[src/verilog/ahb_sram_params.svh]
`ifndef AHB_SRAM_PARAMS_SVH
`define AHB_SRAM_PARAMS_SVH

////////////////////
// Bus widths
////////////////////

// AHB data bus
`define AHB_DWIDTH 32

// AHB address bus
`define AHB_AWIDTH 32

////////////////////
// SRAM geometry
////////////////////

// Byte address bits kept inside the SRAM, 1024 words
`define MEM_AWIDTH 12

// Wrap boundary mask, covers the largest wrap block
`define WRAP_MASK_W 11

`endif

[src/verilog/ahb_sram_pkg.sv]
package ahb_sram_pkg;

   // HTRANS encoding
   typedef enum logic [1:0] {
      IDLE   = 2'b00,
      BUSY   = 2'b01,
      NONSEQ = 2'b10,
      SEQ    = 2'b11
   } htrans_t;

   // HBURST encoding
   typedef enum logic [2:0] {
      SINGLE = 3'b000,
      INCR   = 3'b001,
      WRAP4  = 3'b010,
      INCR4  = 3'b011,
      WRAP8  = 3'b100,
      INCR8  = 3'b101,
      WRAP16 = 3'b110,
      INCR16 = 3'b111
   } hburst_t;

   // HSIZE, anything above WORD handled as WORD
   typedef enum logic [2:0] {
      BYTE = 3'b000,
      HALF = 3'b001,
      WORD = 3'b010
   } hsize_t;

   // HRESP
   typedef enum logic [1:0] {
      OKAY  = 2'b00,
      ERROR = 2'b01
   } hresp_t;

   // Data phase state of the slave
   typedef enum logic [1:0] {
      ST_IDLE  = 2'b00,
      ST_WRITE = 2'b01,
      ST_READ  = 2'b10
   } slave_state_t;

endpackage

[src/verilog/ahb_sram_ifs.sv]
`timescale 1ns/1ns
`include "ahb_sram_params.svh"

////////////////////
// Command path
////////////////////

// Captured AHB command, from cmd_capture to addr_gen and port_ctrl
interface ahb_cmd_if (
   input logic HCLK,
   input logic aresetn
);
   import ahb_sram_pkg::*;

   // Valid NONSEQ this cycle
   logic                   accept;
   // SEQ beat while reading
   logic                   seq_beat;
   // Address phase values, only valid together with accept
   logic [`MEM_AWIDTH-1:0] start_addr;
   hsize_t                 start_size;
   hburst_t                start_burst;
   // Data phase levels
   logic                   wr_phase;
   logic                   rd_phase;
   // Write data phase attributes
   logic [`MEM_AWIDTH-1:0] wr_addr;
   hsize_t                 wr_size;

   modport cap (
      output accept, seq_beat, start_addr, start_size, start_burst,
      output wr_phase, rd_phase, wr_addr, wr_size
   );

   modport gen (
      input accept, seq_beat, start_addr, start_size, start_burst
   );

   // Clock and reset only for the checkers in port_ctrl
   modport ctl (
      input HCLK, aresetn, wr_phase, rd_phase, wr_addr, wr_size
   );

endinterface

////////////////////
// SRAM port
////////////////////

interface mem_req_if;

   logic [`MEM_AWIDTH-3:0]   word_addr;
   logic                     wen;
   logic                     ren;
   logic [`AHB_DWIDTH/8-1:0] byteen;
   logic [`AHB_DWIDTH-1:0]   wdata;
   logic [`AHB_DWIDTH-1:0]   rdata;

   modport master (output word_addr, wen, ren, byteen, wdata, input rdata);
   modport slave (input word_addr, wen, ren, byteen, wdata, output rdata);

endinterface

[src/verilog/sram_port_ctrl.sv]
`timescale 1ns/1ns
`include "ahb_sram_params.svh"

module sram_port_ctrl (
   ahb_cmd_if.ctl                 cmd,
   input  logic [`MEM_AWIDTH-1:0] rd_addr,
   input  logic [`AHB_DWIDTH-1:0] hwdata,
   output logic [`AHB_DWIDTH-1:0] hrdata,
   mem_req_if.master              mem
);
   import ahb_sram_pkg::*;

   logic [`MEM_AWIDTH-1:0] byte_addr;
   logic [3:0]             lane_sel;

   ////////////////////
   // Address and strobes
   ////////////////////

   // Write phase uses the latched address, else the prefetch counter
   assign byte_addr     = cmd.wr_phase ? cmd.wr_addr : rd_addr;
   assign mem.word_addr = byte_addr[`MEM_AWIDTH-1:2];

   assign mem.wen = cmd.wr_phase;
   assign mem.ren = cmd.rd_phase;

   // Lanes from size and low address bits
   always_comb begin
      case (cmd.wr_size)
         BYTE:    lane_sel = 4'b0001 << cmd.wr_addr[1:0];
         HALF:    lane_sel = cmd.wr_addr[1] ? 4'b1100 : 4'b0011;
         default: lane_sel = 4'b1111;
      endcase
   end

   assign mem.byteen = cmd.wr_phase ? lane_sel : 4'b0000;

   // Data straight through
   assign mem.wdata = hwdata;
   assign hrdata    = mem.rdata;

   ////////////////////
   // Checks
   ////////////////////

   // FSM phases never overlap at the SRAM
   a_wen_ren_excl: assert property (
      @(posedge cmd.HCLK) disable iff (!cmd.aresetn) !(mem.wen && mem.ren)
   ) else $error("wen and ren high together");

   // Lanes only with a write, and a write always hits a lane
   a_byteen_wen: assert property (
      @(posedge cmd.HCLK) disable iff (!cmd.aresetn) (mem.byteen != 4'b0000) == mem.wen
   ) else $error("byteen does not match wen");

endmodule

[src/flat_wrapper.sv]
// flat-port wrapper written by rule: the top's interface ports become plain ports
module sram_port_ctrl_flat import ahb_sram_pkg::*;
  (rd_addr, hwdata, hrdata, HCLK, aresetn, cmd_wr_phase, cmd_rd_phase, cmd_wr_addr, cmd_wr_size, mem_word_addr, mem_wen, mem_ren, mem_byteen, mem_wdata, mem_rdata);
  ahb_cmd_if cmd_i (.HCLK(HCLK), .aresetn(aresetn));
  mem_req_if mem_i ();
  input  logic [`MEM_AWIDTH-1:0] rd_addr;
  input  logic [`AHB_DWIDTH-1:0] hwdata;
  output logic [`AHB_DWIDTH-1:0] hrdata;
  input wire logic HCLK;
  input wire logic aresetn;
  input wire logic [$bits(cmd_i.wr_phase)-1:0] cmd_wr_phase;
  input wire logic [$bits(cmd_i.rd_phase)-1:0] cmd_rd_phase;
  input wire logic [$bits(cmd_i.wr_addr)-1:0] cmd_wr_addr;
  input wire logic [$bits(cmd_i.wr_size)-1:0] cmd_wr_size;
  output wire logic [$bits(mem_i.word_addr)-1:0] mem_word_addr;
  output wire logic [$bits(mem_i.wen)-1:0] mem_wen;
  output wire logic [$bits(mem_i.ren)-1:0] mem_ren;
  output wire logic [$bits(mem_i.byteen)-1:0] mem_byteen;
  output wire logic [$bits(mem_i.wdata)-1:0] mem_wdata;
  input wire logic [$bits(mem_i.rdata)-1:0] mem_rdata;
  assign cmd_i.wr_phase = cmd_wr_phase;
  assign cmd_i.rd_phase = cmd_rd_phase;
  assign cmd_i.wr_addr = cmd_wr_addr;
  assign cmd_i.wr_size = cmd_wr_size;
  assign mem_word_addr = mem_i.word_addr;
  assign mem_wen = mem_i.wen;
  assign mem_ren = mem_i.ren;
  assign mem_byteen = mem_i.byteen;
  assign mem_wdata = mem_i.wdata;
  assign mem_i.rdata = mem_rdata;
  sram_port_ctrl u_core (.cmd(cmd_i), .rd_addr(rd_addr), .hwdata(hwdata), .hrdata(hrdata), .mem(mem_i));
endmodule
[config.mk]
export PLATFORM = sky130hd
export DESIGN_NAME = sram_port_ctrl_flat
export DESIGN_NICKNAME = d
export VERILOG_FILES = /design/src/verilog/ahb_sram_pkg.sv /design/src/verilog/ahb_sram_ifs.sv /design/src/verilog/sram_port_ctrl.sv /design/src/flat_wrapper.sv
export VERILOG_INCLUDE_DIRS = /design/src /design/src/verilog
export SDC_FILE = /design/constraint.sdc
export NUM_CORES = 1
export LEC_CHECK = 0
export BUFFER_PORTS_ARGS = -buffer_cell sky130_fd_sc_hd__buf_4
export CAP_MARGIN = 0
export CORE_MARGIN = 10
export CORE_UTILIZATION = 23
export DETAILED_ROUTE_END_ITERATION = 16
export PLACE_DENSITY = 0.89
export SYNTH_ARGS = -nofsm -noshare
export SYNTH_HDL_FRONTEND = slang
export SYNTH_SLANG_ARGS = --single-unit
[constraint.sdc]
create_clock -name vclk -period 0.9
set_input_delay 0.18 -clock vclk [all_inputs]
set_output_delay 0.18 -clock vclk [all_outputs]
set_load 0.02 [all_outputs]
==> parameters.txt <==
Parameter                              Value

Finish
  Final core utilization    about a quarter
  Net count reported at finish    around 160
  Flip-flop and latch area    0 µm²
  Top library cells by usage in the layout, fill and taps aside    sky130_fd_sc_hd__buf_4 (29), sky130_fd_sc_hd__buf_6 (12), sky130_fd_sc_hd__mux2_4 (10)
  Area growth from synthesis to final layout    -3.750%
  Antenna Diode Count    0
  Commonest non-fill, non-tap cell in the layout    sky130_fd_sc_hd__buf_4
  Final sequential cell count    0
  Clock buffer count in the final layout    0
  Fillers    around 290
  Layout cells sized above 1    93.55%

Synth
  Mapped Area    roughly 700 µm²
  Combinational family with the most area after synthesis    buffers and inverters
  Adder-cell share of the synthesized area    0%
  Area fraction in and, or, nand and nor cells after synthesis    around 3.2%
  Portion of netlist area occupied by mux cells    slightly above 20%
  Synthesis warning total    0
  Syn_nets    ~180
  Cells after synthesis    86
  Sequential-to-total area share from yosys stat    0%
  Unique masters post-synth    11
  Average size of a mapped cell    approximately 8.1 µm²
  Synth Area in Compound Gates    a little over 4%
  XOR/XNOR share of the synthesized area    0%

Floorplanning
  Width of the chip    approximately 75 µm
  # rows    19
  Die Ht    ~75 µm
  Initial core utilization    approximately a quarter
  Placeable Area    around 2800 µm²
  I/O pin cnt    175
  Die Footprint    about 5700 µm²

Global routing
  Initial antenna violation count    0
  Total routing resource utilization after global routing    ~5.6%
  Pin count of the biggest net entering global routing    8
  Vias in the first global route    460
  Wire length of the first global-routing pass    roughly 2600 µm
  Total congestion overflow    0

Power and ir drop
  Switching Fraction    between 30 and 40%
  Sequential power share    0%
  Total internal power    approximately 250 µW
  Switching component of the power    between 150 and 200 µW
  Leakage power figure    0.3493 nW
  Worst IR Drop VDD    approximately 0.094 mV
  Share of power burned in combinational logic    100.0%
  Portion of total power attributed to the clock network    0%
  Total power density per cell area    roughly 620 nW/µm²

Critical path
  Slowest cell on crit path    sky130_fd_sc_hd__buf_4
  Highest cell delay on the worst timing path    around 0.17 ns
  Data arrival at the endpoint of the critical path    0.74 ns
  Cell Chain, Critical Path    buf_16 > buf_6 > o21ai_4 > o21ai_1 > buf_4
  Startpoint-to-endpoint class of the critical path    input pin to output pin
  Critical path capture point type    output pin
  Crit path required time    between 0.7 and 0.8 ns
  Kind of cell adding the most delay to the critical path    buffers and inverters
  Element type at the critical path start    input pin
  Combined buffer and inverter count along the critical path    3
  Maximum fanout encountered on the critical timing path    7

Route
  DRC violation count after routing    0
  Drt pass-1 iters    2
  Final WL    around 2000 µm
  Detailed-route vias per instance    about 4.6
  DRT antenna net count    0
  Violation count after the first detailed-routing iteration    5
  Routed via count    about 430
  Routed len/inst    21.87 µm

Timing
  Min setup slack post-route    -0.02062 ns
  Final worst path period need    a little over 0.9 ns
  Slew margin rel.    just under 90%
  Setup repair after global routing missed its margin    true
  Post-route fraction of the period consumed by the critical path    102.3%
  Final number of setup-violating endpoints    13
  Tightest Pin Transition    between 0.15 and 0.2 ns
  Hold WS    about 0.36 ns
  Fmax achieved    ~1100 MHz
  Hold Violations, Final    0
  Max-slew violation count    0

Flow run
  Count of maximum capacitance violations    0

Placed design
  Count of input and output buffers    just over 40
  Post-DP HPWL    ~1600 µm
  Final Wtd Congestion    0.6578

Status
  Failing checks    negative setup slack
  Run status    finished, violations left

Worst hold path
  Path class of the lowest-slack min-delay path    input pin to output pin

Clocking
  Postcts setup bufs    0
  CTS hold repair buffers    0
## path summary, 6_finish.rpt
kind | startpoint | end | slack, ns | cells after the start
setup / recovery | cmd_wr_phase | mem_byteen[3] | -0.02 | 5
hold / removal | mem_rdata[1] | hrdata[1] | 0.36 | 0
## repair_timing
item                                    CTS  global route
cloned                                    1             0
pin swaps                                 2             0
resized for setup                        24             0
endpoints found under the setup margin   14            13
## kinds of logic (layout without fill, tap and decap cells)
| group | Yosys count | in the layout |
|---|---|---|
| buffers and inverters | 67 | 43 |
| multiplexers | 10 | 10 |
| AO/OA/AOI/OAI | 5 | 5 |
| AND/OR/NAND/NOR | 4 | 4 |
## synth_stat cells, drive strengths merged
library cell / count / area share, %
buf: 67 / 72
mux2: 10 / 20
nand2: 1 / 0.89
nand2b: 1 / 0.89
nor2: 1 / 0.54
nor2b: 1 / 0.89
o21ai: 5 / 4.1
## power groups by stage
| stage | registers, mW | clock network (mW) | logic [mW] |
|---|---|---|---|
| global route | 0 | 0 | 0.443 |
| detailed placement | 0 | 0 | 0.345 |
| floorplan | 0 | 0 | 0.584 |
| finish | 0 | 0 | 0.420 |
| global placement | 0 | 0 | 0.341 |
| CTS | 0 | 0 | 0.424 |
## area by class of cell
class / count / area, µm² / share of cell area, %
timing repair buffer: 43 / 407.9 / 60.48
tap: 31 / 38.79 / 5.751
multi-input combinational: 19 / 227.7 / 33.77
## metrics by stage
stage / power, mW / std cells / TNS (ns) / cell area, µm² / worst slack [ns]
final: 0.4201 / 93 / -0.1791 / 674.4 / -0.02062
after global routing: 0.4428 / 93 / -0.3740 / 674.4 / -0.03928
after CTS: 0.4242 / 93 / -0.2157 / 674.4 / -0.02538
after detailed placement: 0.3453 / 92 / -2.352 / 548.0 / -0.2063
after global placement: 0.3406 / 92 / -2.265 / 548.0 / -0.1927
after floorplan: 0.5843 / 86 / 0 / 700.7 / 0.002125
## metal layers
metal  vias up  routed length [µm]  global-route usage (%)
met3        42                 534                   3.811
met5         -                   0                       0
li1        160                   -                       -
met1       171                 420                   3.259
met2        59                 825                   9.333
met4         0                 253                   8.247
Power figures use the tool's default switching activity.
