===== src/verilog/ahb_sram_params.svh =====
`ifndef AHB_SRAM_PARAMS_SVH
`define AHB_SRAM_PARAMS_SVH

////////////////////
// Bus widths
////////////////////

// AHB data bus
`define AHB_DWIDTH 32

// AHB address bus
`define AHB_AWIDTH 32

////////////////////
// SRAM geometry
////////////////////

// Byte address bits kept inside the SRAM, 1024 words
`define MEM_AWIDTH 12

// Wrap boundary mask, covers the largest wrap block
`define WRAP_MASK_W 11

`endif


===== src/verilog/ahb_sram_pkg.sv =====
package ahb_sram_pkg;

   // HTRANS encoding
   typedef enum logic [1:0] {
      IDLE   = 2'b00,
      BUSY   = 2'b01,
      NONSEQ = 2'b10,
      SEQ    = 2'b11
   } htrans_t;

   // HBURST encoding
   typedef enum logic [2:0] {
      SINGLE = 3'b000,
      INCR   = 3'b001,
      WRAP4  = 3'b010,
      INCR4  = 3'b011,
      WRAP8  = 3'b100,
      INCR8  = 3'b101,
      WRAP16 = 3'b110,
      INCR16 = 3'b111
   } hburst_t;

   // HSIZE, anything above WORD handled as WORD
   typedef enum logic [2:0] {
      BYTE = 3'b000,
      HALF = 3'b001,
      WORD = 3'b010
   } hsize_t;

   // HRESP
   typedef enum logic [1:0] {
      OKAY  = 2'b00,
      ERROR = 2'b01
   } hresp_t;

   // Data phase state of the slave
   typedef enum logic [1:0] {
      ST_IDLE  = 2'b00,
      ST_WRITE = 2'b01,
      ST_READ  = 2'b10
   } slave_state_t;

endpackage


===== src/verilog/ahb_sram_ifs.sv =====
`timescale 1ns/1ns
`include "ahb_sram_params.svh"

////////////////////
// Command path
////////////////////

// Captured AHB command, from cmd_capture to addr_gen and port_ctrl
interface ahb_cmd_if (
   input logic HCLK,
   input logic aresetn
);
   import ahb_sram_pkg::*;

   // Valid NONSEQ this cycle
   logic                   accept;
   // SEQ beat while reading
   logic                   seq_beat;
   // Address phase values, only valid together with accept
   logic [`MEM_AWIDTH-1:0] start_addr;
   hsize_t                 start_size;
   hburst_t                start_burst;
   // Data phase levels
   logic                   wr_phase;
   logic                   rd_phase;
   // Write data phase attributes
   logic [`MEM_AWIDTH-1:0] wr_addr;
   hsize_t                 wr_size;

   modport cap (
      output accept, seq_beat, start_addr, start_size, start_burst,
      output wr_phase, rd_phase, wr_addr, wr_size
   );

   modport gen (
      input accept, seq_beat, start_addr, start_size, start_burst
   );

   // Clock and reset only for the checkers in port_ctrl
   modport ctl (
      input HCLK, aresetn, wr_phase, rd_phase, wr_addr, wr_size
   );

endinterface



===== src/verilog/burst_addr_gen.sv =====
`timescale 1ns/1ns
`include "ahb_sram_params.svh"

module burst_addr_gen (
   input  logic                   HCLK,
   input  logic                   aresetn,
   ahb_cmd_if.gen                 cmd,
   output logic [`MEM_AWIDTH-1:0] rd_addr
);
   import ahb_sram_pkg::*;

   logic [1:0]              size_log2;
   logic [2:0]              start_incr;
   logic [`WRAP_MASK_W-1:0] beats;
   logic [`WRAP_MASK_W-1:0] start_mask;
   logic                    start_wrap;
   logic [2:0]              incr_q;
   logic [`WRAP_MASK_W-1:0] wrap_mask_q;
   logic                    wrap_en_q;
   logic [`MEM_AWIDTH-1:0]  addr_sum;
   logic [`MEM_AWIDTH-1:0]  addr_nxt;

   ////////////////////
   // Burst decode
   ////////////////////

   // Bytes per beat as a shift, sizes above word clamp to word
   always_comb begin
      case (cmd.start_size)
         BYTE:    size_log2 = 2'd0;
         HALF:    size_log2 = 2'd1;
         default: size_log2 = 2'd2;
      endcase
   end

   assign start_incr = 3'd1 << size_log2;

   // Beats in a fixed length burst
   always_comb begin
      case (cmd.start_burst)
         WRAP4, INCR4:   beats = `WRAP_MASK_W'(4);
         WRAP8, INCR8:   beats = `WRAP_MASK_W'(8);
         WRAP16, INCR16: beats = `WRAP_MASK_W'(16);
         default:        beats = `WRAP_MASK_W'(1);
      endcase
   end

   // Block size minus one, e.g. WRAP4 word gives 15
   assign start_mask = (beats << size_log2) - 1'b1;

   assign start_wrap = (cmd.start_burst == WRAP4) |
                       (cmd.start_burst == WRAP8) |
                       (cmd.start_burst == WRAP16);

   // Burst attributes held for the whole burst
   always_ff @(posedge HCLK or negedge aresetn) begin
      if (!aresetn) begin
         incr_q      <= 3'd0;
         wrap_mask_q <= '0;
         wrap_en_q   <= 1'b0;
      end
      else if (cmd.accept) begin
         incr_q      <= start_incr;
         wrap_mask_q <= start_mask;
         wrap_en_q   <= start_wrap;
      end
   end

   ////////////////////
   // Next address
   ////////////////////

   assign addr_sum = rd_addr + `MEM_AWIDTH'(incr_q);

   // Wrap: bits under the mask roll over to zero after the last beat,
   // bits above keep the block base
   always_comb begin
      addr_nxt = addr_sum;
      if (wrap_en_q) begin
         addr_nxt = rd_addr;
         addr_nxt[`WRAP_MASK_W-1:0] = (rd_addr[`WRAP_MASK_W-1:0] & ~wrap_mask_q) |
                                      (addr_sum[`WRAP_MASK_W-1:0] & wrap_mask_q);
      end
   end

   // New start wins over stepping
   always_ff @(posedge HCLK or negedge aresetn) begin
      if (!aresetn) begin
         rd_addr <= '0;
      end
      else if (cmd.accept) begin
         rd_addr <= cmd.start_addr;
      end
      else if (cmd.seq_beat) begin
         rd_addr <= addr_nxt;
      end
   end

endmodule


===== src/flat_wrapper.sv =====
// flat-port wrapper written by rule: the top's interface ports become plain ports
module burst_addr_gen_flat import ahb_sram_pkg::*;
  (HCLK, aresetn, rd_addr, cmd_accept, cmd_seq_beat, cmd_start_addr, cmd_start_size, cmd_start_burst);
  ahb_cmd_if cmd_i (.HCLK(HCLK), .aresetn(aresetn));
  input  logic HCLK;
  input  logic aresetn;
  output logic [`MEM_AWIDTH-1:0] rd_addr;
  input wire logic [$bits(cmd_i.accept)-1:0] cmd_accept;
  input wire logic [$bits(cmd_i.seq_beat)-1:0] cmd_seq_beat;
  input wire logic [$bits(cmd_i.start_addr)-1:0] cmd_start_addr;
  input wire logic [$bits(cmd_i.start_size)-1:0] cmd_start_size;
  input wire logic [$bits(cmd_i.start_burst)-1:0] cmd_start_burst;
  assign cmd_i.accept = cmd_accept;
  assign cmd_i.seq_beat = cmd_seq_beat;
  assign cmd_i.start_addr = cmd_start_addr;
  assign cmd_i.start_size = cmd_start_size;
  assign cmd_i.start_burst = cmd_start_burst;
  burst_addr_gen u_core (.HCLK(HCLK), .aresetn(aresetn), .cmd(cmd_i), .rd_addr(rd_addr));
endmodule

===== config.mk =====
export PLATFORM = sky130hd
export DESIGN_NAME = burst_addr_gen_flat
export DESIGN_NICKNAME = d
export VERILOG_FILES = /design/src/verilog/ahb_sram_pkg.sv /design/src/verilog/ahb_sram_ifs.sv /design/src/verilog/burst_addr_gen.sv /design/src/flat_wrapper.sv
export VERILOG_INCLUDE_DIRS = /design/src /design/src/verilog
export SDC_FILE = /design/constraint.sdc
export NUM_CORES = 1
export LEC_CHECK = 0
export ABC_AREA = 1
export ABC_CLOCK_PERIOD_IN_PS = 1650
export BUFFER_PORTS_ARGS = -buffer_cell sky130_fd_sc_hd__buf_2
export CAP_MARGIN = 40
export CORE_MARGIN = 10
export CORE_UTILIZATION = 51
export CTS_BUF_LIST = sky130_fd_sc_hd__clkbuf_4 sky130_fd_sc_hd__clkbuf_8
export CTS_CLUSTER_DIAMETER = 150
export DETAILED_ROUTE_END_ITERATION = 12
export GPL_ROUTABILITY_DRIVEN = 0
export GPL_TIMING_DRIVEN = 0
export PLACE_DENSITY = 0.78
export REMOVE_ABC_BUFFERS = 1
export SYNTH_ARGS = -nofsm -noshare
export SYNTH_HDL_FRONTEND = slang
export SYNTH_SLANG_ARGS = --single-unit
export TNS_END_PERCENT = 100

===== constraint.sdc =====
create_clock -name HCLK -period 1.65 [get_ports HCLK]
set_input_delay 0.165 -clock HCLK [delete_from_list [all_inputs] [get_ports HCLK]]
set_output_delay 0.165 -clock HCLK [all_outputs]
set_load 0.01 [all_outputs]

==> impl_metrics.yaml <==
outcome:
  outcome: "finished with violations"
  violations: "negative setup slack"
critical_path:
  cp-end-kind: "register"
  cp.required_ns: 1.87
  crit_path_max_fanout: 3
  cp-start-kind: "register"
  path_class: "reg2reg"
  worstPathArrival_ns: 1.88
power_and_ir_drop:
  powerDensity_mw_per_mm2: 848.6
  p_leak_uw: 0.0009683
  power_uw: 1685
  ir_drop_mv: 0.3062
clocking:
  cts_buffers: 3
  clock_path_buffers: 2
  cts.sinks: 27
  htree_levels: 1
  clk_pin_slew_worst_paths_ns: 0.14
  clk_latency_ns: 0.31
  cts-root-buf: "clkbuf_4"
  cts_tree: "done"
die:
  core_area_mm2: 0.003128
  dieArea_mm2: 0.006080
  rows: 20
  dieHeight_um: 77.98
  io_pins: 34
  start_util_pct: 54.80
  die_w_um: 77.98
sta:
  slew_headroom_pct: 56.99
  slew_viol_final: 0
  tns_ns: -0.006726
  period_share_pct: 100.4
  hold_ws_ns: 0.02660
  rsz0062_at_grt: "yes"
  setup_viol: 1
  max_freq_ghz: 0.6036
  worst_pin_slew_ns: 0.6451
  hold_violations: 0
  finClkSkew_ns: 0.001419
  fin_crit_ns: 1.657
  worst_slack_ns: -0.006726
drt:
  drc: 0
  wl_per_cell_um: 13.08
  ant_nets: 0
  wl_um: 3977
  drtIter0Drc: 139
  drt_first_pass_iters: 5
  via_per_inst: 5.280
  vias: 1605
flow_run:
  cap_violations: 0
logic_synthesis:
  synthArstFlopShare_pct: 100.0
  synth_edf_count: 0
  synth-seq-area-share_pct: 39.42
  synthesis.area_mm2: 0.001714
  yosysWarnings: 0
  netlist_instances: 227
  avgSynthCellArea_um2: 7.551
  synthDistinctLibCells: 32
  ys_seq_elements: 27
  ys_dominant_reg_cell: "dfrtp_1"
layout:
  seqCellArea_um2: 675.6
  area_growth_pct: 15.84
  layout-drive-gt1-share_pct: 23.08
  nets: 288
  diodes: 0
  nFillCells: 292
  fin_area_mm2: 0.001986
  multiInputGateArea_um2: 917.1
global_route:
  grt_pass1_vias: 1559
  antenna_found_initial: 0
  grt_pass1_wl_um: 6734
  grt_use_total_pct: 12.79
  gr-total-overflow: 0
  grt_max_degree: 36
place:
  numPortBuffers: 33
  dpl-instance-area_mm2: 0.001891
  dp_hpwl_um: 2879
min_path:
  hp-class: "in2reg"
==> timing repair <==
| item | CTS | global route |
|---|---|---|
| buffers inserted | 3 | 0 |
| pin swaps | 3 | 0 |
| hold buffers | 1 | 0 |
| endpoints found under the setup margin | 4 | 10 |
| endpoints found under the hold margin | 27 | 0 |
| resized for setup | 4 | 5 |
==> layout by cell type (no fill, tap or decap), types with 3 or more instances in the layout <==
master	count
ha_1	3
buf_4	3
a22oi_1	5
nand2_2	4
nand2_1	42
xor2_1	3
buf_2	33
clkbuf_4	4
a21oi_1	16
o21ai_0	18
nand3_1	11
inv_1	26
nor2_1	23
dfrtp_1	27
o21ai_1	12
==> area by class of cell <==
type / instances / share of cell area [%]
repair buffers: 37 / 9.956
clock buffers: 4 / 1.512
multi-input cells: 164 / 46.19
flip-flops and latches: 27 / 34.03
inverters: 28 / 5.545
well taps: 44 / 2.773
==> report_power, final <==
part	internal (uW)	switching, uW
Clock	111	188
Combinational	216	343
Sequential	742	85.7
==> cell families (layout without fill, tap and decap cells) <==
family | Yosys count | count (layout) | synth area share (%)
AOI/OAI and AO/OA | 63 | 63 | 20.88
xor gates and xnor gates | 3 | 3 | 1.533
adders and majority gates | 5 | 5 | 4.088
buffers and inverters | 36 | 69 | 8.977
DFF | 27 | 27 | 39.42
and+or+nand+nor | 93 | 93 | 25.11
==> worst max-delay path: stages (launching register included) <==
cell	delay [ns]
dfrtp_1	0.41
ha_2	0.20
fa_2	0.35
nand2_2	0.11
nand2_4	0.08
nand2_1	0.08
nand2_1	0.05
nand2_1	0.06
nor2_1	0.04
a21oi_1	0.12
o21ai_1	0.07
==> per-stage QoR <==
step           instances  setup slack [ns]  util [%]
2_1_floorplan        219          0.003865         -
4_1_cts              304           0.01243     62.92
5_1_grt              304          -0.09739     63.48
3_3_place_gp         296           -0.1190     60.44
6_report             304         -0.006726     63.48
3_5_place_dp         296           -0.1049     60.44
==> cell usage after synthesis (all sizes together), types with 3 or more instances <==
cell    n  share of area [%]
a21oi  16                4.7
nor2   25                6.4
a22oi   6                2.6
xor2    3                1.5
nand2  48                 11
inv    28                6.4
nand3  14                4.7
ha      4                2.9
buf     7                2.3
dfrtp  27                 39
o21ai  32                9.8
==> path summary, 6_finish.rpt <==
path	startpoint	endpoint	slack (ns)	depth (start not counted)
max	register	register	-0.007	10
min	cmd_start_burst[0]	u_core.wrap_en_q$_DFFE_PN0P_	0.03	2
max reg2reg	register	register	-0.007	10
min reg2reg	u_core.wrap_mask_q[7]$_DFFE_PN0P_	u_core.wrap_mask_q[7]$_DFFE_PN0P_	0.52	2
max in group asynchronous	aresetn	asynchronous set/reset pin	0.90	2
min in group asynchronous	aresetn	u_core.wrap_mask_q[1]$_DFFE_PN0P_	0.36	2
==> per-layer routing <==
| layer | track usage [%] | up-vias | wire length [um] |
|---|---|---|---|
| met3 | 2.419 | 7 | 265 |
| li1 | - | 820 | - |
| met5 | 0 | - | 0 |
| met1 | 16.78 | 724 | 1819 |
| met4 | 4.659 | 0 | 68 |
| met2 | 20.40 | 54 | 1823 |
No activity file was read; power rests on OpenSTA's default activity.
