$ cat src/verilog/ahb_sram_params.svh
`ifndef AHB_SRAM_PARAMS_SVH
`define AHB_SRAM_PARAMS_SVH

////////////////////
// Bus widths
////////////////////

// AHB data bus
`define AHB_DWIDTH 32

// AHB address bus
`define AHB_AWIDTH 32

////////////////////
// SRAM geometry
////////////////////

// Byte address bits kept inside the SRAM, 1024 words
`define MEM_AWIDTH 12

// Wrap boundary mask, covers the largest wrap block
`define WRAP_MASK_W 11

`endif

$ cat src/verilog/ahb_sram_pkg.sv
package ahb_sram_pkg;

   // HTRANS encoding
   typedef enum logic [1:0] {
      IDLE   = 2'b00,
      BUSY   = 2'b01,
      NONSEQ = 2'b10,
      SEQ    = 2'b11
   } htrans_t;

   // HBURST encoding
   typedef enum logic [2:0] {
      SINGLE = 3'b000,
      INCR   = 3'b001,
      WRAP4  = 3'b010,
      INCR4  = 3'b011,
      WRAP8  = 3'b100,
      INCR8  = 3'b101,
      WRAP16 = 3'b110,
      INCR16 = 3'b111
   } hburst_t;

   // HSIZE, anything above WORD handled as WORD
   typedef enum logic [2:0] {
      BYTE = 3'b000,
      HALF = 3'b001,
      WORD = 3'b010
   } hsize_t;

   // HRESP
   typedef enum logic [1:0] {
      OKAY  = 2'b00,
      ERROR = 2'b01
   } hresp_t;

   // Data phase state of the slave
   typedef enum logic [1:0] {
      ST_IDLE  = 2'b00,
      ST_WRITE = 2'b01,
      ST_READ  = 2'b10
   } slave_state_t;

endpackage

$ cat src/verilog/ahb_sram_ifs.sv
`timescale 1ns/1ns
`include "ahb_sram_params.svh"

////////////////////
// Command path
////////////////////

// Captured AHB command, from cmd_capture to addr_gen and port_ctrl
interface ahb_cmd_if (
   input logic HCLK,
   input logic aresetn
);
   import ahb_sram_pkg::*;

   // Valid NONSEQ this cycle
   logic                   accept;
   // SEQ beat while reading
   logic                   seq_beat;
   // Address phase values, only valid together with accept
   logic [`MEM_AWIDTH-1:0] start_addr;
   hsize_t                 start_size;
   hburst_t                start_burst;
   // Data phase levels
   logic                   wr_phase;
   logic                   rd_phase;
   // Write data phase attributes
   logic [`MEM_AWIDTH-1:0] wr_addr;
   hsize_t                 wr_size;

   modport cap (
      output accept, seq_beat, start_addr, start_size, start_burst,
      output wr_phase, rd_phase, wr_addr, wr_size
   );

   modport gen (
      input accept, seq_beat, start_addr, start_size, start_burst
   );

   // Clock and reset only for the checkers in port_ctrl
   modport ctl (
      input HCLK, aresetn, wr_phase, rd_phase, wr_addr, wr_size
   );

endinterface


$ cat src/verilog/ahb_cmd_capture.sv
`timescale 1ns/1ns
`include "ahb_sram_params.svh"

module ahb_cmd_capture (
   input  logic                   HCLK,
   input  logic                   aresetn,
   input  logic                   hsel,
   input  logic                   hready,
   input  ahb_sram_pkg::htrans_t  htrans,
   input  ahb_sram_pkg::hburst_t  hburst,
   input  ahb_sram_pkg::hsize_t   hsize,
   input  logic                   hwrite,
   input  logic [`AHB_AWIDTH-1:0] haddr,
   output logic                   hreadyout,
   ahb_cmd_if.cap                 cmd
);
   import ahb_sram_pkg::*;

   slave_state_t state;
   slave_state_t state_nxt;
   logic         accept;
   logic         addr_done;
   logic         leave_req;
   logic         rd_wait;

   ////////////////////
   // Transfer decode
   ////////////////////

   // New transfer into this slave
   assign accept = hready & hreadyout & hsel & (htrans == NONSEQ);

   // Address phase of any NONSEQ or SEQ ends this cycle
   assign addr_done = hready & hsel & ((htrans == NONSEQ) | (htrans == SEQ));

   // IDLE, or the master moves on to another slave
   assign leave_req = (htrans == IDLE) | ((htrans == NONSEQ) & ~hsel);

   ////////////////////
   // Slave FSM
   ////////////////////

   always_comb begin
      state_nxt = state;
      case (state)
         ST_IDLE: begin
            if (accept) begin
               state_nxt = hwrite ? ST_WRITE : ST_READ;
            end
         end
         ST_WRITE, ST_READ: begin
            if (leave_req) begin
               state_nxt = ST_IDLE;
            end
            else if (accept) begin
               // Direction may flip on a new NONSEQ
               state_nxt = hwrite ? ST_WRITE : ST_READ;
            end
         end
         default: begin
            state_nxt = ST_IDLE;
         end
      endcase
   end

   always_ff @(posedge HCLK or negedge aresetn) begin
      if (!aresetn) begin
         state <= ST_IDLE;
      end
      else begin
         state <= state_nxt;
      end
   end

   // One wait state after each accepted NONSEQ read
   always_ff @(posedge HCLK or negedge aresetn) begin
      if (!aresetn) begin
         rd_wait <= 1'b0;
      end
      else begin
         rd_wait <= accept & ~hwrite;
      end
   end

   assign hreadyout = ~rd_wait;

   // Write attributes for the data phase
   // address follows every beat, size only the burst start
   always_ff @(posedge HCLK) begin
      if (addr_done) begin
         cmd.wr_addr <= haddr[`MEM_AWIDTH-1:0];
      end
      if (accept) begin
         cmd.wr_size <= hsize;
      end
   end

   ////////////////////
   // To addr_gen and port_ctrl
   ////////////////////

   assign cmd.accept      = accept;
   assign cmd.start_addr  = haddr[`MEM_AWIDTH-1:0];
   assign cmd.start_size  = hsize;
   assign cmd.start_burst = hburst;
   assign cmd.wr_phase    = (state == ST_WRITE);
   assign cmd.rd_phase    = (state == ST_READ);

   // SEQ steps the prefetch address, also in the own wait state
   // Held while another slave stalls the bus
   assign cmd.seq_beat = (state == ST_READ) & (htrans == SEQ) & (hready | ~hreadyout);

   // Wait state is one cycle, never two
   a_single_wait: assert property (
      @(posedge HCLK) disable iff (!aresetn) !hreadyout |=> hreadyout
   ) else $error("hreadyout low on two consecutive cycles");

endmodule

$ cat src/flat_wrapper.sv
// flat-port wrapper written by rule: the top's interface ports become plain ports
module ahb_cmd_capture_flat import ahb_sram_pkg::*;
  (HCLK, aresetn, hsel, hready, htrans, hburst, hsize, hwrite, haddr, hreadyout, cmd_accept, cmd_seq_beat, cmd_start_addr, cmd_start_size, cmd_start_burst, cmd_wr_phase, cmd_rd_phase, cmd_wr_addr, cmd_wr_size);
  ahb_cmd_if cmd_i (.HCLK(HCLK), .aresetn(aresetn));
  input  logic HCLK;
  input  logic aresetn;
  input  logic hsel;
  input  logic hready;
  input  ahb_sram_pkg::htrans_t htrans;
  input  ahb_sram_pkg::hburst_t hburst;
  input  ahb_sram_pkg::hsize_t hsize;
  input  logic hwrite;
  input  logic [`AHB_AWIDTH-1:0] haddr;
  output logic hreadyout;
  output wire logic [$bits(cmd_i.accept)-1:0] cmd_accept;
  output wire logic [$bits(cmd_i.seq_beat)-1:0] cmd_seq_beat;
  output wire logic [$bits(cmd_i.start_addr)-1:0] cmd_start_addr;
  output wire logic [$bits(cmd_i.start_size)-1:0] cmd_start_size;
  output wire logic [$bits(cmd_i.start_burst)-1:0] cmd_start_burst;
  output wire logic [$bits(cmd_i.wr_phase)-1:0] cmd_wr_phase;
  output wire logic [$bits(cmd_i.rd_phase)-1:0] cmd_rd_phase;
  output wire logic [$bits(cmd_i.wr_addr)-1:0] cmd_wr_addr;
  output wire logic [$bits(cmd_i.wr_size)-1:0] cmd_wr_size;
  assign cmd_accept = cmd_i.accept;
  assign cmd_seq_beat = cmd_i.seq_beat;
  assign cmd_start_addr = cmd_i.start_addr;
  assign cmd_start_size = cmd_i.start_size;
  assign cmd_start_burst = cmd_i.start_burst;
  assign cmd_wr_phase = cmd_i.wr_phase;
  assign cmd_rd_phase = cmd_i.rd_phase;
  assign cmd_wr_addr = cmd_i.wr_addr;
  assign cmd_wr_size = cmd_i.wr_size;
  ahb_cmd_capture u_core (.HCLK(HCLK), .aresetn(aresetn), .hsel(hsel), .hready(hready), .htrans(htrans), .hburst(hburst), .hsize(hsize), .hwrite(hwrite), .haddr(haddr), .hreadyout(hreadyout), .cmd(cmd_i));
endmodule
$ cat config.mk
export PLATFORM = sky130hd
export DESIGN_NAME = ahb_cmd_capture_flat
export DESIGN_NICKNAME = d
export VERILOG_FILES = /design/src/verilog/ahb_sram_pkg.sv /design/src/verilog/ahb_sram_ifs.sv /design/src/verilog/ahb_cmd_capture.sv /design/src/flat_wrapper.sv
export VERILOG_INCLUDE_DIRS = /design/src /design/src/verilog
export SDC_FILE = /design/constraint.sdc
export NUM_CORES = 1
export LEC_CHECK = 0
export ABC_AREA = 1
export BUFFER_PORTS_ARGS = -buffer_cell sky130_fd_sc_hd__buf_4
export CORE_UTILIZATION = 32
export DETAILED_ROUTE_END_ITERATION = 10
export GPL_TIMING_DRIVEN = 1
export MAX_ROUTING_LAYER = met4
export PLACE_DENSITY = 0.85
export SETUP_SLACK_MARGIN = 0.2
export SYNTH_ARGS = -nofsm -noshare
export SYNTH_HDL_FRONTEND = slang
export SYNTH_SLANG_ARGS = --single-unit
$ cat constraint.sdc
create_clock -name HCLK -period 1.02 [get_ports HCLK]
set_input_delay 0.051 -clock HCLK [delete_from_list [all_inputs] [get_ports HCLK]]
set_output_delay 0.051 -clock HCLK [all_outputs]
set_load 0.1 [all_outputs]
==> flow_summary_export.csv, run 1 <==
group,metric,value,unit
critical_path,path_cells,"inv_2 > ha_4 > nand3_4 > a21oi_4 > buf_12",
global_routing,grt_pass1_vias,745,
power_and_ir_drop,ir_worst_vdd,1.39,mV
yosys,ys_types,14,
layout,stdcell_area,1830,µm²
run_status,failed_checks,"negative setup slack",
layout,nNetsFinal,191,
layout,layout-drive-gt1-share,68.1,%
critical_path,crit_end,"cmd_seq_beat",
layout,mostFrequentLayoutCells,"45 x buf_4, 20 x buf_12, 16 x dlygate4sd3_1, 15 x edfxtp_1, 6 x nand2_1",
floorplan,die_area,2870,µm²
sta,fin_skew,0.00178,ns
critical_path,ff2ff_setup_slack,-0.25,ns
sta,setup_violations,11,
yosys,synthCells,69,
sta,max_freq,722,MHz
routing,via_per_inst,4.39,
sta,min_period_over_period,136,%
place,routabilityCongestion,0.825,
layout,layout_commonest_cell,"buf_4",
flow_run,max-cap-violations,0,
yosys,yosys_warnings,0,
routing,dr.pass1.iters,4,
clock_tree,worstSkewPairLatency,0.31,ns
yosys,yosysTopAreaCellShare,52.9,%
clock_tree,htree_levels,1,
sta,report.final.hold_viol_count,0,
sta,min_period,1.39,ns
sta,relSlewSlack,81.3,%
critical_path,crit_type,"flip-flop to primary output",
clock_tree,root_buffer,"clkbuf_4",
power_and_ir_drop,power_leakage,0.820,nW
yosys,syn_area_per_cell,12.3,µm²
yosys,synth-main-ff-cell,"edfxtp_1",
critical_path,crit_arrival,1.33,ns
place,post-place-ws,-0.135,ns
critical_path,critPathLaunchType,"flip-flop",
critical_path,crit_cells,5,
floorplan,initial_core_util,34.0,%
global_routing,antenna_found_initial,0,
sta,worstMarginPinSlew,0.283,ns
critical_path,worst_ep_required_time,0.97,ns
sta,rsz0062_at_grt,"yes",
routing,via_count,751,
global_routing,grtUsageTotal,22.9,%
routing,drc,0,
floorplan,row_count,18,
yosys,syn_area,851,µm²
global_routing,grt_pass1_wl,4110,µm
critical_path,crit_path_max_incr_delay,0.41,ns
clock_tree,clock_path_buffers,2,
hold_path,hold_class,"input pin to flip-flop",
place,placed_area,1260,µm²
run_status,outcome,"complete, but fails checks",
critical_path,reg2reg_depth,8,
critical_path,end_kind,"primary output",
routing,wire_per_inst,18.3,µm
yosys,ys_ff_latch,18,
clock_tree,clk_pin_slew,0.11,ns
layout,syn_to_final_growth,115,%
floorplan,die_h,53.6,µm
yosys,ys_seq_area_share,61.8,%
critical_path,crit_family,"flip-flops",
layout,n_antenna_cell,0,
place,hpwl,1380,µm
routing,drtAntennaViolNets,0,
yosys,yosys-top-cells-area,"edfxtp_1 53%, buf_4 16%, dfrtp_1 8.8%",
clock_tree,cts_num_sinks,18,
yosys,synth-edff-count,15,
floorplan,num_io_pins,83,
critical_path,crit_slowest_cell,"dfrtp_1",
clock_tree,cts_made_buffers,3,
routing,wl,3130,µm
yosys,syn_nets,118,
sta,slew_violations,0,
floorplan,core-area,2500,µm²
routing,drt_iter0_markers,9,
critical_path,crit_fanout,2,
critical_path,worstReg2RegEnd,"u_core.state[1]",
place,port_buffers,56,
power_and_ir_drop,power.density,1640,nW/µm²
floorplan,die_w,53.6,µm
yosys,postSynth.asyncResetShare,16.7,%
critical_path,worst-path-buf-inv,2,
critical_path,r2r_start,"u_core.state[0]",
clock_tree,cts_tree,"done",
critical_path,crit_start,"u_core.state[0]",
global_routing,grt_max_degree,11,
global_routing,grt_overflow,0,
sta,postLayoutSetupSlackWorst,-0.366,ns
yosys,yosysTopAreaCell,"edfxtp_1",
## layout make-up
class,count,area (µm²)
fill,126,672
clock inverter,1,3.75
tap,30,37.5
inverter,11,50.0
multi-input combinational,22,233
sequential,18,527
clock buffer,3,22.5
timing repair buffer,86,955
## registers in the layout, summed over array words and instances (netlist names)
| register | count |
|---|---|
| u_core.cmd.wr_size | 3 |
| u_core.state | 2 |
| u_core.cmd.wr_addr | 12 |
| u_core.rd_wait | 1 |
## Yosys cell counts (2+ instances only)
library cell,number
nor2_2,2
nand2_2,2
ha_1,4
buf_4,18
nand2_1,9
edfxtp_1,15
inv_1,10
dfrtp_1,3
## through the flow
| stage | std cells | power, mW | utilization (%) | TNS, ns | hold slack, ns |
|---|---|---|---|---|---|
| after floorplan | 69 | 1.90 | - | -1.94 | -0.245 |
| after global placement | 144 | 2.06 | 50.4 | -0.217 | -0.155 |
| after detailed placement | 144 | 2.09 | 50.4 | -0.362 | -0.155 |
| after CTS | 168 | 2.76 | 70.7 | -1.66 | 0.0260 |
| after global routing | 171 | 3.09 | 73.1 | -2.77 | 0.0202 |
| final | 171 | 2.99 | 73.1 | -2.26 | 0.0114 |
## metal layers
layer  up-vias  part of all wire (%)  track usage, %
li1        344                     -               -
met1       351                    39            26.0
met2        47                    49            36.9
met3         9                   9.3            8.19
met4         0                   2.4            8.77
met5         -                     0               -
## how the worst min path moves through the flow
stage	startpoint	endpoint	slack (ns)	cells past startpoint
after floorplan	aresetn	u_core.rd_wait	-0.24	0
after global placement	aresetn	u_core.state[0]	-0.15	1
after detailed placement	aresetn	u_core.state[0]	-0.15	1
after CTS	hwrite	u_core.rd_wait	0.03	4
after global routing	hwrite	u_core.rd_wait	0.02	4
final	hwrite	u_core.rd_wait	0.01	4
## tightest hold or removal path, stage by stage
cell     delay (ns)
buf_4          0.07
inv_1          0.05
nand3_4        0.09
inv_2          0.03
## kinds of logic after synthesis
family	after synthesis	synth area share [%]
compound gates	2	1.62
fa+ha+maj	4	5.88
buf+inv	29	20.7
flops	18	61.8
simple gates	16	10.0
## power by group
group | internal [mW] | switching [mW]
clock network | 0.143 | 0.247
logic | 0.639 | 1.05
registers | 0.857 | 0.0563
## repair_timing
| action | in CTS | in global routing |
|---|---|---|
| hold buffers | 16 | 0 |
| setup endpoints to repair | 26 | 26 |
| setup buffers | 4 | 3 |
| endpoints found under the hold margin | 18 | 0 |
| pin swaps | 9 | 4 |
| gates resized for setup | 70 | 11 |
Power figures use the tool's default switching activity.
==> run 2, diff against run 1 <==
==> constraint.sdc (replaced) <==
create_clock -name HCLK -period 1.02 [get_ports HCLK]
set_input_delay 0.051 -clock HCLK [delete_from_list [all_inputs] [get_ports HCLK]]
set_output_delay 0.051 -clock HCLK [all_outputs]
set_load 0.005 [all_outputs]
==> flow_summary_export.csv, run 2 (synthesis results as in run 1) <==
group,metric,value,unit
run_status,outcome,"complete, but fails checks",
run_status,failed_checks,"negative setup slack",
clock_tree,root_buffer,"clkbuf_4",
hold_path,holdPathStages,4,
hold_path,hold_end,"u_core.rd_wait",
floorplan,initial_core_util,34.0,%
place,placed_area,1220,µm²
layout,n_antenna_cell,0,
global_routing,grt_max_degree,14,
clock_tree,cts_num_sinks,18,
critical_path,path_cells,"inv_2 > ha_4 > nand3_2 > a21oi_2 > buf_4",
power_and_ir_drop,power_leakage,0.753,nW
layout,largest_reg_flops,12,
routing,via_per_inst,4.10,
place,routabilityCongestion,0.706,
global_routing,grt_overflow,0,
layout,stdcell_count,169,
routing,drt_iter0_markers,0,
routing,wl,2020,µm
critical_path,crit_family,"flip-flops",
floorplan,row_count,18,
critical_path,critPathLaunchType,"flip-flop",
power_and_ir_drop,ir_worst_vdd,0.777,mV
critical_path,crit_path_max_incr_delay,0.42,ns
critical_path,crit_fanout,3,
place,post-place-ws,-0.0687,ns
hold_path,min_from,"hwrite",
routing,wire_per_inst,11.9,µm
routing,drtAntennaViolNets,0,
floorplan,core-area,2500,µm²
sta,relSlewSlack,91.8,%
sta,report.final.hold_viol_count,0,
layout,largestRegisters,"u_core.cmd.wr_addr: 12 flops, u_core.cmd.wr_size: 3 flops, u_core.state: 2 flops",
place,place_inst,141,
critical_path,crit_type,"flip-flop to primary output",
critical_path,worst-path-buf-inv,2,
sta,slew_violations,0,
sta,max_freq,794,MHz
sta,rsz0062_at_grt,"yes",
clock_tree,htree_levels,1,
layout,syn_to_final_growth,87.9,%
sta,setup_violations,9,
floorplan,die_w,53.6,µm
sta,worstMarginPinSlew,0.123,ns
hold_path,hold_class,"input pin to flip-flop",
routing,dr.pass1.iters,1,
critical_path,crit_start,"u_core.state[0]",
flow_run,max-cap-violations,0,
sta,fin_skew,0.0116,ns
clock_tree,clk_pin_slew,0.11,ns
sta,postLayoutSetupSlackWorst,-0.239,ns
place,port_buffers,56,
sta,min_period_over_period,123,%
layout,stdcell_area,1600,µm²
clock_tree,cts_tree,"done",
layout,largest-register,"u_core.cmd.wr_addr",
critical_path,ff2ff_setup_slack,-0.17,ns
routing,drc,0,
power_and_ir_drop,p_total,2.06,mW
layout,mostFrequentLayoutCells,"47 x buf_4, 20 x buf_6, 16 x dlygate4sd3_1, 15 x edfxtp_1, 6 x nand2_1",
critical_path,crit_slowest_cell,"dfrtp_1",
power_and_ir_drop,power.density,1290,nW/µm²
floorplan,num_io_pins,83,
critical_path,worstReg2RegEnd,"u_core.state[1]",
clock_tree,cts_made_buffers,3,
clock_tree,worstSkewPairLatency,0.29,ns
critical_path,r2r_start,"u_core.state[0]",
critical_path,end_kind,"primary output",
global_routing,antenna_found_initial,0,
clock_tree,clock_path_buffers,2,
floorplan,die_area,2870,µm²
floorplan,die_h,53.6,µm
global_routing,grt_pass1_wl,2750,µm
critical_path,worst_ep_required_time,0.97,ns
sta,fin_hold_ws,0.0385,ns
layout,layout-drive-gt1-share,66.2,%
layout,fill_cells,187,
layout,nNetsFinal,189,
place,hpwl,1400,µm
global_routing,grt_pass1_vias,644,
routing,via_count,693,
global_routing,grtUsageTotal,14.5,%
critical_path,crit_arrival,1.21,ns
layout,layout_commonest_cell,"buf_4",
sta,min_period,1.26,ns
critical_path,reg2reg_depth,7,
-- run 2: cell count changes in the layout (fill, tap and decap cells not counted), sizes merged --
cell      before  now
clkinvlp       1    0
inv           10   11
buf           70   68
-- run 2: layout make-up --
class / count / area [µm²] / area share, %
flip-flops and latches: 18 / 526 / 32.9
clock buffers: 3 / 22.5 / 1.41
well taps: 30 / 37.5 / 2.35
inverters: 11 / 46.3 / 2.90
multi-input cells: 22 / 205 / 12.8
repair buffers: 84 / 758 / 47.4
clock inverters: 1 / 3.75 / 0.235
-- run 2: how the worst max path moves through the flow --
stage / end / slack [ns] / cells past startpoint
finish: cmd_seq_beat / -0.24 / 5
global route: cmd_seq_beat / -0.29 / 5
CTS: cmd_seq_beat / -0.24 / 5
detailed placement: u_core.state[0] / -0.07 / 6
global placement: u_core.state[0] / 0.002 / 6
floorplan: u_core.state[0] / -0.004 / 6
-- run 2: worst reg2reg max path, cell delays in order, from the launching register on --
cell and delay (ns):
dfrtp_1 0.39, inv_2 0.07, buf_4 0.14, ha_4 0.26
nand2_4 0.05, a21oi_2 0.12, nand2_1 0.06, inv_1 0.04
-- run 2: report_power, final --
part,total (mW),switching (mW),internal [mW]
Combinational,0.819,0.337,0.482
Clock,0.350,0.208,0.142
Sequential,0.889,0.0346,0.854
-- run 2: stage by stage --
step           utilization [%]  TNS [ns]
6_report                  64.0     -1.17
2_1_floorplan                -  -0.00362
4_1_cts                   60.4     -1.16
3_5_place_dp              48.8    -0.107
3_3_place_gp              48.8         0
5_1_grt                   64.0     -1.66
-- run 2: what timing repair did --
| action | CTS | global route |
|---|---|---|
| setup endpoints to repair | 26 | 26 |
| endpoints found under the hold margin | 18 | 0 |
| hold buffers | 16 | 0 |
| pin swaps | 3 | 4 |
| setup buffers | 4 | 4 |
| gates resized for setup | 19 | 16 |
-- run 2: layer usage --
metal / GRT usage, % / wire length [µm] / up-vias
met4: 5.26 / 19 / 0
met3: 2.82 / 162 / 2
met5: - / 0 / -
met1: 12.9 / 639 / 313
met2: 29.4 / 1190 / 39
li1: - / - / 339
